===== src/obj_settings.svh =====
`ifndef OBJ_SETTINGS_SVH
`define OBJ_SETTINGS_SVH

// ============================================================
// object table geometry
// ============================================================
`define OBJ_COUNT   16          // entries in the object table
`define OBJ_AW      4           // table address width, log2 of OBJ_COUNT

// ============================================================
// queue depths
// ============================================================
`define ENTRY_DEPTH 4           // entries waiting for the column expander
`define TILE_DEPTH  8           // draw requests waiting for the consumer

`endif


===== src/obj_pkg.sv =====
package obj_pkg;

    // ============================================================
    // shared object types
    // ============================================================

    // signed-ish vertical position, line numbers compared in 10 bits
    typedef logic [9:0] obj_ypos_t;

    // one object table entry as written by the cpu
    typedef struct packed {
        logic [15:0] code;      // base tile code
        obj_ypos_t   y;         // top line of the object
        logic [8:0]  x;         // left pixel of column 0
        logic [3:0]  tile_n;    // extra tile columns, 0 means one column
        logic [3:0]  tile_m;    // extra tile rows, 0 means one row
        logic        vflip;     // vertical flip of the whole object
    } obj_entry_t;

    // one draw request handed to the pixel fetch side
    typedef struct packed {
        logic [15:0] code;      // tile code with row and column folded in
        logic [8:0]  x;         // screen x of this tile column
        logic [3:0]  vsub;      // line inside the 16-line tile
    } obj_tile_t;

endpackage


===== src/obj_col_expander.sv =====
`timescale 1ns/1ns

module obj_col_expander
    import obj_pkg::*;
(
    input  logic        clk,
    input  logic        rst,
    input  logic        cen,

    // entry queue side
    input  obj_entry_t  entry,      // head of the entry queue
    input  logic        empty,
    output logic        pop,

    // request queue side
    input  logic        out_full,
    output logic        push,
    output obj_tile_t   tile,

    // tile match inputs
    output logic [15:0] m_code,
    output logic [3:0]  m_n,
    output logic [3:0]  m_tile_n,
    output logic [3:0]  m_tile_m,
    output logic        m_vflip,
    output logic [9:0]  m_y,

    // tile match results
    input  logic        inzone,
    input  logic [3:0]  vsub,
    input  logic [15:0] code_mn,

    output logic        active      // entry loaded or result in flight
);

    obj_entry_t cur;                // entry being expanded
    logic       loaded;             // cur still has columns to issue
    logic       pending;            // match output holds a valid column
    logic [3:0] col;                // next column to issue
    logic [3:0] p_n;                // column of the pending result
    logic [8:0] x_col;              // screen x of col
    logic [8:0] p_x;                // screen x of the pending result
    logic       stall;
    logic       drop;
    logic       issue;

    // ============================================================
    // control decode
    // ============================================================
    assign stall  = pending & inzone & out_full;           // no room for result
    assign drop   = pending & ~inzone & (p_n == 4'd0);     // whole object misses
    assign issue  = loaded & ~drop;                        // col goes to the match
    assign push   = cen & pending & inzone & ~out_full;
    assign pop    = cen & ~loaded & ~empty & ~stall;
    assign active = loaded | pending;

    assign tile.code = code_mn;
    assign tile.x    = p_x;                                // x travels with result
    assign tile.vsub = vsub;

    // while stalled the match sees the pending column again
    assign m_code   = cur.code;
    assign m_n      = stall ? p_n : col;
    assign m_tile_n = cur.tile_n;
    assign m_tile_m = cur.tile_m;
    assign m_vflip  = cur.vflip;
    assign m_y      = cur.y;

    // ============================================================
    // column state machine
    // ============================================================
    always_ff @(posedge clk, posedge rst) begin
        if (rst) begin
            loaded  <= 1'b0;
            pending <= 1'b0;
            col     <= '0;
            p_n     <= '0;
        end else if (cen && !stall) begin
            pending <= issue;                      // result lands next cen
            if (issue) begin
                p_n <= col;
                if (col == cur.tile_n) begin
                    loaded <= 1'b0;                // last column issued
                end else begin
                    col <= col + 1'b1;
                end
            end else if (loaded) begin
                loaded <= 1'b0;                    // early drop, skip the rest
            end else if (pop) begin
                loaded <= 1'b1;
                col    <= '0;
            end
        end
    end

    always_ff @(posedge clk) begin
        if (cen && !stall) begin
            if (issue) begin
                p_x   <= x_col;
                x_col <= x_col + 9'd16;            // wraps in 9 bits
            end else if (pop) begin
                cur   <= entry;
                x_col <= entry.x;
            end
        end
    end

endmodule


===== src/obj_line_scan.sv =====
`timescale 1ns/1ns

`include "obj_settings.svh"

module obj_line_scan
    import obj_pkg::*;
(
    input  logic               clk,
    input  logic               rst,
    input  logic               cen,
    input  logic               wr,
    input  logic [`OBJ_AW-1:0] addr,
    input  obj_entry_t         wdata,
    input  logic               line_start,
    input  logic [8:0]         vrender,
    input  logic               pop,          // consumer takes the head
    output logic               out_valid,
    output obj_tile_t          out_tile,
    output logic               line_done     // one-cycle end of scan
);

    logic [8:0]  vrender_q;
    logic        busy;
    logic        ent_push, ent_pop, ent_full, ent_empty;
    obj_entry_t  ent_din, ent_dout;
    logic        tile_push, tile_full, tile_empty;
    obj_tile_t   tile_din;
    logic [15:0] m_code, code_mn;
    logic [3:0]  m_n, m_tile_n, m_tile_m, vsub;
    logic        m_vflip, inzone, exp_active;
    logic [9:0]  m_y;
    logic        idle, idle_q;

    // ============================================================
    // datapath
    // ============================================================
    obj_table_reader u_reader (
        .clk, .rst, .cen, .wr, .addr, .wdata, .line_start, .vrender,
        .vrender_q, .push(ent_push), .entry(ent_din), .full(ent_full), .busy);

    obj_queue #(.DEPTH(`ENTRY_DEPTH), .payload_t(obj_entry_t)) u_entry_q (
        .clk, .rst, .push(ent_push), .din(ent_din), .pop(ent_pop),
        .dout(ent_dout), .full(ent_full), .empty(ent_empty));

    obj_col_expander u_expander (
        .clk, .rst, .cen, .entry(ent_dout), .empty(ent_empty), .pop(ent_pop),
        .out_full(tile_full), .push(tile_push), .tile(tile_din),
        .m_code, .m_n, .m_tile_n, .m_tile_m, .m_vflip, .m_y,
        .inzone, .vsub, .code_mn, .active(exp_active));

    obj_tile_match u_match (
        .clk, .rst, .cen, .obj_code(m_code), .tile_n(m_tile_n), .tile_m(m_tile_m),
        .n(m_n), .vflip(m_vflip), .vrenderf(vrender_q), .obj_y(m_y),
        .vsub, .inzone, .code_mn);

    obj_queue #(.DEPTH(`TILE_DEPTH), .payload_t(obj_tile_t)) u_tile_q (
        .clk, .rst, .push(tile_push), .din(tile_din), .pop,
        .dout(out_tile), .full(tile_full), .empty(tile_empty));

    assign out_valid = ~tile_empty;

    // ============================================================
    // end of line detect
    // ============================================================
    assign idle = ~busy & ent_empty & ~exp_active;   // nothing left upstream

    always_ff @(posedge clk, posedge rst) begin
        if (rst) begin
            idle_q <= 1'b1;                          // no pulse out of reset
        end else begin
            idle_q <= idle;
        end
    end

    assign line_done = idle & ~idle_q;               // rising edge of idle

endmodule


===== src/obj_queue.sv =====
`timescale 1ns/1ns

module obj_queue #(
    parameter int  DEPTH     = 4,           // number of slots
    parameter type payload_t = logic [7:0]  // stored item
) (
    input  logic     clk,
    input  logic     rst,
    input  logic     push,      // write din at the tail
    input  payload_t din,
    input  logic     pop,       // drop the head
    output payload_t dout,      // head of the queue
    output logic     full,
    output logic     empty
);

    localparam int AW = (DEPTH > 1) ? $clog2(DEPTH) : 1;  // pointer width
    localparam int CW = $clog2(DEPTH + 1);                // count width

    payload_t      mem [DEPTH];             // storage, no reset
    logic [AW-1:0] wr_ptr;
    logic [AW-1:0] rd_ptr;
    logic [CW-1:0] count;                   // items held
    logic          do_push;
    logic          do_pop;

    // pointer step with wrap, depth need not be a power of two
    function automatic logic [AW-1:0] next_ptr(input logic [AW-1:0] p);
        return (p == AW'(DEPTH - 1)) ? '0 : p + 1'b1;
    endfunction

    assign full    = (count == CW'(DEPTH));
    assign empty   = (count == '0);
    assign do_push = push & ~full;          // guard, callers check full anyway
    assign do_pop  = pop & ~empty;
    assign dout    = mem[rd_ptr];           // show-ahead head

    always_ff @(posedge clk) begin
        if (do_push) begin
            mem[wr_ptr] <= din;
        end
    end

    always_ff @(posedge clk, posedge rst) begin
        if (rst) begin
            wr_ptr <= '0;
            rd_ptr <= '0;
            count  <= '0;
        end else begin
            if (do_push) wr_ptr <= next_ptr(wr_ptr);
            if (do_pop)  rd_ptr <= next_ptr(rd_ptr);
            case ({do_push, do_pop})
                2'b10:   count <= count + 1'b1;
                2'b01:   count <= count - 1'b1;
                default: count <= count;    // both or none, level unchanged
            endcase
        end
    end

endmodule


===== src/obj_table_reader.sv =====
`timescale 1ns/1ns

`include "obj_settings.svh"

module obj_table_reader
    import obj_pkg::*;
(
    input  logic               clk,
    input  logic               rst,
    input  logic               cen,        // pixel clock enable

    // cpu side
    input  logic               wr,         // table write strobe
    input  logic [`OBJ_AW-1:0] addr,       // entry index
    input  obj_entry_t         wdata,      // entry contents

    // scan control
    input  logic               line_start, // start walking the table
    input  logic [8:0]         vrender,    // line to render
    output logic [8:0]         vrender_q,  // latched line, held as a level

    // entry queue side
    output logic               push,       // push one entry
    output obj_entry_t         entry,      // entry being pushed
    input  logic               full,       // entry queue has no room
    output logic               busy        // scan still walking the table
);

    // ============================================================
    // object table
    // ============================================================
    obj_entry_t         tbl [`OBJ_COUNT];  // register array, no reset
    logic [`OBJ_AW-1:0] idx;               // scan position

    // cpu writes land on the next edge, cen plays no part here
    always_ff @(posedge clk) begin
        if (wr) begin
            tbl[addr] <= wdata;
        end
    end

    // ============================================================
    // scan walker
    // ============================================================
    assign push  = busy & cen & ~full;     // hold index while queue is full
    assign entry = tbl[idx];               // head of the scan, read async

    always_ff @(posedge clk, posedge rst) begin
        if (rst) begin
            busy      <= 1'b0;
            idx       <= '0;
            vrender_q <= '0;
        end else if (line_start) begin     // restarts a scan in flight too
            busy      <= 1'b1;
            idx       <= '0;
            vrender_q <= vrender;          // kept for the whole line
        end else if (push) begin
            idx <= idx + 1'b1;             // walk in index order
            if (idx == `OBJ_AW'(`OBJ_COUNT - 1)) begin
                busy <= 1'b0;              // last entry is on its way
            end
        end
    end

endmodule


===== src/obj_tile_match.sv =====
`timescale 1ns/1ns

module obj_tile_match
    import obj_pkg::*;
(
    input  logic        clk,
    input  logic        rst,
    input  logic        cen,

    input  logic [15:0] obj_code,   // base code of the object
    input  logic [3:0]  tile_n,     // extra columns
    input  logic [3:0]  tile_m,     // extra rows
    input  logic [3:0]  n,          // column being tested
    input  logic        vflip,
    input  logic [8:0]  vrenderf,   // render line
    input  obj_ypos_t   obj_y,      // object top line

    output logic [3:0]  vsub,       // line inside the tile
    output logic        inzone,     // object covers the line
    output logic [15:0] code_mn     // code with row and column added
);

    obj_ypos_t  vs;                 // line sign-extended to 10 bits
    obj_ypos_t  bottom;             // first line below the object
    obj_ypos_t  ycross;             // distance from the object top
    logic [8:0] vd;                 // same distance in 9 bits, for vsub
    logic [3:0] row;                // tile row, after flip

    // ============================================================
    // zone and row arithmetic
    // ============================================================
    always_comb begin
        vs       = {vrenderf[8], vrenderf};
        bottom   = obj_y + {2'd0, tile_m, 4'd0} + 10'h10;  // y + 16*(m+1)
        ycross   = vs - obj_y;
        vd       = vrenderf - obj_y[8:0];
        row      = vflip ? tile_m - ycross[7:4] : ycross[7:4];
    end

    // ============================================================
    // registered results, one cen cycle behind the inputs
    // ============================================================
    always_ff @(posedge clk, posedge rst) begin
        if (rst) begin
            inzone  <= 1'b0;
            vsub    <= '0;
            code_mn <= '0;
        end else if (cen) begin
            // same answer for every column of the object
            inzone  <= (bottom > vs) && (vs >= obj_y);
            vsub    <= vd[3:0] ^ {4{vflip}};             // flipped rows count down
            code_mn <= obj_code + {8'd0, row, n};        // 16-bit sum, carries out
        end
    end

endmodule


===== config.mk =====
export PLATFORM = sky130hd
export DESIGN_NAME = obj_line_scan
export DESIGN_NICKNAME = d
export VERILOG_FILES = /design/src/obj_pkg.sv /design/src/obj_col_expander.sv /design/src/obj_line_scan.sv /design/src/obj_queue.sv /design/src/obj_table_reader.sv /design/src/obj_tile_match.sv
export VERILOG_INCLUDE_DIRS = /design/src /design/src/src
export SDC_FILE = /design/constraint.sdc
export NUM_CORES = 1
export LEC_CHECK = 0
export BUFFER_PORTS_ARGS = -buffer_cell sky130_fd_sc_hd__buf_2
export CORE_MARGIN = 2
export CORE_UTILIZATION = 49
export CTS_CLUSTER_DIAMETER = 150
export DETAILED_ROUTE_END_ITERATION = 12
export GPL_TIMING_DRIVEN = 0
export PLACE_DENSITY = 0.67
export SKIP_CTS_REPAIR_TIMING = 1
export SLEW_MARGIN = 25
export SYNTH_ARGS = -nofsm -noshare
export SYNTH_HDL_FRONTEND = slang
export SYNTH_SLANG_ARGS = --single-unit

===== constraint.sdc =====
create_clock -name clk -period 4.1 [get_ports clk]
set_input_delay 0.41 -clock clk [delete_from_list [all_inputs] [get_ports clk]]
set_output_delay 0.41 -clock clk [all_outputs]
set_load 0.01 [all_outputs]

**After elaboration in Yosys (flattened, before gate mapping)**

Memories as Yosys holds them, arrays and structs flattened.
Index checks and enable logic that the tools add are counted.

- Divide/modulo/power cells: 0
- Shifts and indexed selects: 0
- Order comparisons: 2
- Multipliers: 0
- Eq/ne operators: 15
- Reduce and logical (&&, ||, !) cells: 17
- Bitwise operators: 34
- Add/sub/neg operators: 17
- Mux-type cells: 29

Operator list:

| kind | number |
|---|---|
| 4-bit 2-to-1 mux | 8 |
| 1-bit AND | 20 |
| 9-bit 2-to-1 mux | 2 |
| 16-bit by 8-bit adder with 16-bit output | 1 |
| 1-bit 2-to-1 mux | 13 |
| 4-bit by 1-bit adder with 4-bit output (second input constant) | 3 |
| 1-bit NOT | 12 |
| 10-bit by 5-bit adder with 10-bit output (second input constant) | 1 |
| 10-bit by 8-bit adder with 10-bit output | 1 |
| 10-bit >= comparator | 1 |
| 10-bit greater-than comparator | 1 |
| 2-bit nonzero test | 5 |
| 3-bit by 1-bit adder with 3-bit output (second input constant) | 3 |
| 9-bit by 5-bit adder with 9-bit output (second input constant) | 1 |
| 3-bit equality test (second input constant) | 3 |
| 2-bit equality test (second input constant) | 4 |
| 4-bit equality test (second input constant) | 2 |
| 4-bit logical NOT | 2 |
| 4-bit case mux with 2 select lines | 1 |
| 2-bit AND reduction | 4 |
| 4-bit subtractor | 2 |
| 8-bit subtractor | 1 |
| 3-bit 2-to-1 mux | 2 |
| 2-bit != test (second input constant) | 3 |
| other kinds (14) | 18 |

- Bits in latches: 0
- Input bits: 63
- Logic and storage cells: 141
- Memories kept: 3
- RAM bits: 1112
- Output and inout port bits: 31
- Register bits: 116
- Bits in read-only memories: 0

Memory list:

| memory | depth | width | rd ports | clocked after memory_dff | write ports | RTL line | text |
|---|---|---|---|---|---|---|---|
| u_reader.tbl | 16 | 44 | 1 | 0 | 1 | obj_table_reader.sv:32 | `` obj_entry_t tbl [`OBJ_COUNT]; `` |
| u_tile_q.mem | 8 | 29 | 1 | 0 | 1 | obj_queue.sv:20 | `payload_t mem [DEPTH];` |
| u_entry_q.mem | 4 | 44 | 1 | 0 | 1 | obj_queue.sv:20 |  |

**Depth between registers and ports, before layout**

- Depth after elaboration: 7
- Depth in mapped cells: 20
- Mapped depth without buffers: 20

**Modules after synthesis**

Synthesis repeated with hierarchy kept, for this count alone.

- Cells, all modules: 2261
- Area total of the unflattened synthesis: 48547.8 um^2

By module, submodules not included:

| module | cells an instance | area each (um^2) | instances | sequential area each (um^2) |
|---|---|---|---|---|
| obj_table_reader | 1141 | 26980.9 | 1 | 21490.6 |
| obj_queue at u_tile_q | 406 | 9631.7 | 1 | 7216.9 |
| obj_queue at u_entry_q | 271 | 6865.3 | 1 | 5460.2 |
| obj_col_expander | 149 | 2514.9 | 1 | 1841.8 |
| obj_tile_match | 289 | 2498.6 | 1 | 525.5 |
| obj_line_scan | 5 | 56.3 | 1 | 26.3 |

**Least setup slack after synthesis**

Ideal clock, no wire load.

- Path type: input to register
- Start point: input port addr[3]
- End point: memory u_reader.tbl[0][0] in the netlist's numbering, enable pin
- Slack: -0.333 ns
- Stages: 2
- Setup time: 0.500 ns
- Arrival: 3.933 ns
- Data required time: 3.600 ns
- Buffers on the path: 0
- Path through: or3b_2 nor3_1

RTL lines:

| what | RTL line | text |
|---|---|---|
| start: declaration | obj_line_scan.sv:12 | `` input logic [`OBJ_AW-1:0] addr, `` |
| end: declaration | obj_table_reader.sv:32 |  |

Straight into the memory's write port.

**Final worst setup path**

- Start point: register u_reader.vrender_q[0]
- End point: register u_match.code_mn[11]

- Cells in the longest elaborated chain, start to end: 4

Ends and longest elaborated chain:

| what | RTL line | text |
|---|---|---|
| start: declaration | obj_table_reader.sv:20 | `output logic [8:0] vrender_q,` |
| start signal: assignment | obj_table_reader.sv:56 | `vrender_q <= vrender;` |
| 8-bit subtractor * | obj_tile_match.sv:35 | `ycross = vs - obj_y;` |
| 4-bit subtractor | obj_tile_match.sv:37 | `row = vflip ? tile_m - ycross[7:4] : ycross[7:4];` |
| 4-bit 2-to-1 mux * | obj_tile_match.sv:37 |  |
| 16-bit by 8-bit adder with 16-bit output * | obj_tile_match.sv:52 | `code_mn <= obj_code + {8'd0, row, n};` |
| end signal: assignment | obj_tile_match.sv:52 |  |
| end: declaration | obj_tile_match.sv:20 | `output logic [15:0] code_mn` |

Every way passes the cells marked *; elsewhere a longest branch is shown, timed or not.
A chain may end at the register's enable or synchronous reset.

==> qor.txt <==
Reg-to-reg slack, setup = -0.21 ns
Peak VDD IR = 0.509 mV
Crit path launch type = flop
Netlist cell types = 55
First-pass GRT wire length = 151 mm
Unrepaired setup endpoints after global routing = true
Outcome = complete, but fails checks
Initial cell density of the core = 0.495
Top cells by count, synth = 1165 x edfxtp_1, 278 x mux4_2, 69 x a21oi_1, 62 x dfrtp_1, 56 x ha_1
Hold/Removal Path Class = input port to flop
Clock transition at path regs = 0.06 ns
Avg Cell Area, Syn = 21.2 um2
Io pins = 94
Final worst slack = -0.206 ns
Dpl hpwl = 68.2 mm
Synth Area in Adders = 0.0171
Mux share of post-synthesis cell area = 0.153
Fillers = 7022
Drt initial violations = 2194
Area of the multi-input gates = 11100 um2
Cells after synthesis = 2271
Hold Violations, Final = 0
Worst-Margin Slew = 0.988 ns
Total design power = 34.8 mW
Total gr overflow = 0
Crit path largest cell delay = 0.42 ns
Avg WL per Cell = 25.7 um
Area Overhead vs Synth = 15.7%
Antenna violations before repair = 15
Mapped Area = 48000 um2
CTS root buf = clkbuf_16
Cell with the most instances after synthesis = edfxtp_1
Worst r2r dst = u_match.code_mn[11]
Synth area leader = edfxtp_1
Clock buffer depth = 3
Worst skew pair latency = 0.70 ns
Drt pass-1 iters = 5
Clock sink count = 1228
TritonCTS clock tree = yes
Die H = 317 um
Synth Net Count = 2396
Final min period = 4.31 ns
Asr flop ratio synth = 0.0513
Reg2reg path depth = 20
Critical Path AT = 4.90 ns
Layout Skew = 0.0504 ns
Final wirelength = 101 mm
DRC errors left = 0
Simple-gate share of the synthesized area = 0.0238
Total number of vias = 22957
CTS H-tree depth = 3
Combinational family with the most area after synthesis = multiplexers
CTS buffer count = 117
Leakage = 18.1 nW
Critical path class = flop to flop
Slew Limit Headroom = 0.341
Finish-stage setup viols = 7
Row cnt = 114
Fin. max-slew vios = 0
Hold_sp = vrender[1]
Max_cap viols = 0
Worst path cell trace = inv_2, ha_4, inv_2, fa_2, a211oi_2, o21bai_1, a21oi_1, xor2_1, ha_1, o21a_1, buf_4, mux2i_1, o211ai_1, xnor2_2, ha_4, nor3_2, o211ai_1, nand3_1, or3_1, a31oi_1
Die width = 317 um
Seq/Total Area, Yosys = 0.761
Top FF cell, synth = edfxtp_1
Post-synth EDFFs = 1165
Xor/xnor share of the synthesized area = 0.00674
Via density = 5.82
Slowest stage cell, crit path = fa_2
CP Max Fanout = 5
Synth Area in Compound Gates = 0.0254
Largest net degree at the start of global routing = 54
Hold Crit Depth = 3
Register area = 36600 um2
Final-stage net count = 2687
Failing checks = setup timing
Setup TNS = -0.786 ns
Share of the synthesized area in the top cell type = 0.728
R2r startpoint = u_reader.vrender_q[0]
Final period utilization = 1.05
Largest cells by area after synthesis = edfxtp_1 73%, mux4_2 13%, dfrtp_1 3.2%
CP required = 4.70 ns
Remaining antenna violation count after routing = 0
Share of layout cells above drive strength 1 = 0.286
Synth Register Bits = 1228
Ys Warns = 0
Vias in the first global route = 23905
Total Die Area = 101000 um2
GPL Wtd Cong = 0.819
Core Area = 97000 um2
Pwr/cell area = 626 nW/um2
IO buf count = 92
Critical path capture point type = flop
GRT Total Usage = 0.204
WHS Endpoint = u_reader.vrender_q[1]
Achievable Freq = 232 MHz
==> logic make-up (layout without fill, tap and decap cells) <==
kind of cell             Yosys count  after routing
other                              0              5
flip-flops                      1228           1228
XOR/XNOR                          37             37
multiplexers                     378            378
adder cells (fa/ha/maj)           62             62
AO/OA/AOI/OAI                    193            193
buffers and inverters            153            548
AND/OR/NAND/NOR                  220            220
==> flip-flops by register name, indices dropped and copies added (netlist names), 2 cells and up <==
name,count
u_expander.m_tile_n,4
u_expander.col,4
u_match.vsub,4
u_tile_q.mem,232
u_expander.m_tile_m,4
u_tile_q.rd_ptr,3
u_reader.idx,4
u_expander.p_n,4
u_entry_q.count,3
u_entry_q.mem,176
u_entry_q.wr_ptr,2
u_expander.m_code,16
u_tile_q.count,4
u_expander.x_col,9
u_match.code_mn,16
u_reader.tbl,704
u_entry_q.rd_ptr,2
u_expander.m_y,10
u_reader.vrender_q,9
u_tile_q.wr_ptr,3
u_expander.p_x,9
==> report_power, final <==
group | internal [mW] | switching [mW] | total, mW
Sequential | 15.4 | 0.678 | 16.0
Combinational | 3.59 | 4.20 | 7.79
Clock | 6.44 | 4.54 | 11.0
==> area by class of cell <==
type	instances	area share
inverter	50	0.00342
buffer	103	0.00830
timing repair buffer	172	0.0305
clock inverter	77	0.0147
tap	1276	0.0287
antenna	5	0.000225
sequential	1228	0.658
clock buffer	146	0.0571
multi-input combinational	890	0.200
==> placed cells by master (no fill, tap or decap), types with 6 or more instances in the layout <==
master,instances
nor2b_1,48
buf_6,12
nor3_2,6
buf_1,6
a21o_1,18
xor2_1,16
o21ai_0,31
nor2_1,26
bufinv_16,15
a211oi_1,48
nand2b_1,7
inv_1,45
mux4_2,278
clkinv_1,29
xnor2_1,20
mux2_2,50
nand4_1,9
buf_16,20
dfrtp_1,62
a21oi_1,69
clkbuf_1,76
buf_2,125
nor2_4,15
edfxtp_1,1165
nor3_1,11
buf_4,36
nand2_1,43
clkbuf_16,122
nand3_1,17
ha_1,54
mux2i_1,48
clkinv_2,22
and2_1,6
buf_12,11
==> routing by layer <==
layer | global-route usage | vias to the layer above | share of wire
met4 | 0.0574 | 20 | 0.024
met5 | 0 | - | 0.0010
met3 | 0.0393 | 181 | 0.066
met2 | 0.349 | 782 | 0.51
met1 | 0.270 | 12004 | 0.40
li1 | - | 9970 | -
==> worst max path at each step <==
stage                     startpoint                   end  slack [ns]
5_1_grt        u_reader.vrender_q[0]   u_match.code_mn[11]       -0.39
4_1_cts        u_reader.vrender_q[0]   u_match.code_mn[11]       -0.49
3_5_place_dp   u_reader.vrender_q[0]   u_match.code_mn[11]       -0.47
2_1_floorplan                     wr   u_reader.tbl[12][0]        0.04
3_3_place_gp                      wr  u_reader.tbl[12][11]       -3.72
6_report       u_reader.vrender_q[0]   u_match.code_mn[11]       -0.21
==> worst max-delay path, delay by kind of cell, from the launching register on <==
kind	cells	cell delay, ns
adder cells (fa/ha/maj)	4	1.06
AND/OR/NAND/NOR	3	0.62
buffers and inverters	3	0.26
AO/OA/AOI/OAI	7	1.17
XOR/XNOR	2	0.58
flip-flops	1	0.39
multiplexers	1	0.15
==> through the flow <==
step	util	hold WS (ns)	setup slack (ns)	instance area, um2	std cells
after global routing	0.573	0.00850	-0.390	55600	3944
after CTS	0.571	-0.416	-0.489	55400	3931
final	0.573	0.00278	-0.206	55600	3947
after global placement	0.517	0.413	-3.72	50100	3639
after detailed placement	0.530	0.338	-0.467	51400	3708
after floorplan	-	0.400	0.0447	48100	2271
No activity file was read; power rests on OpenSTA's default activity.
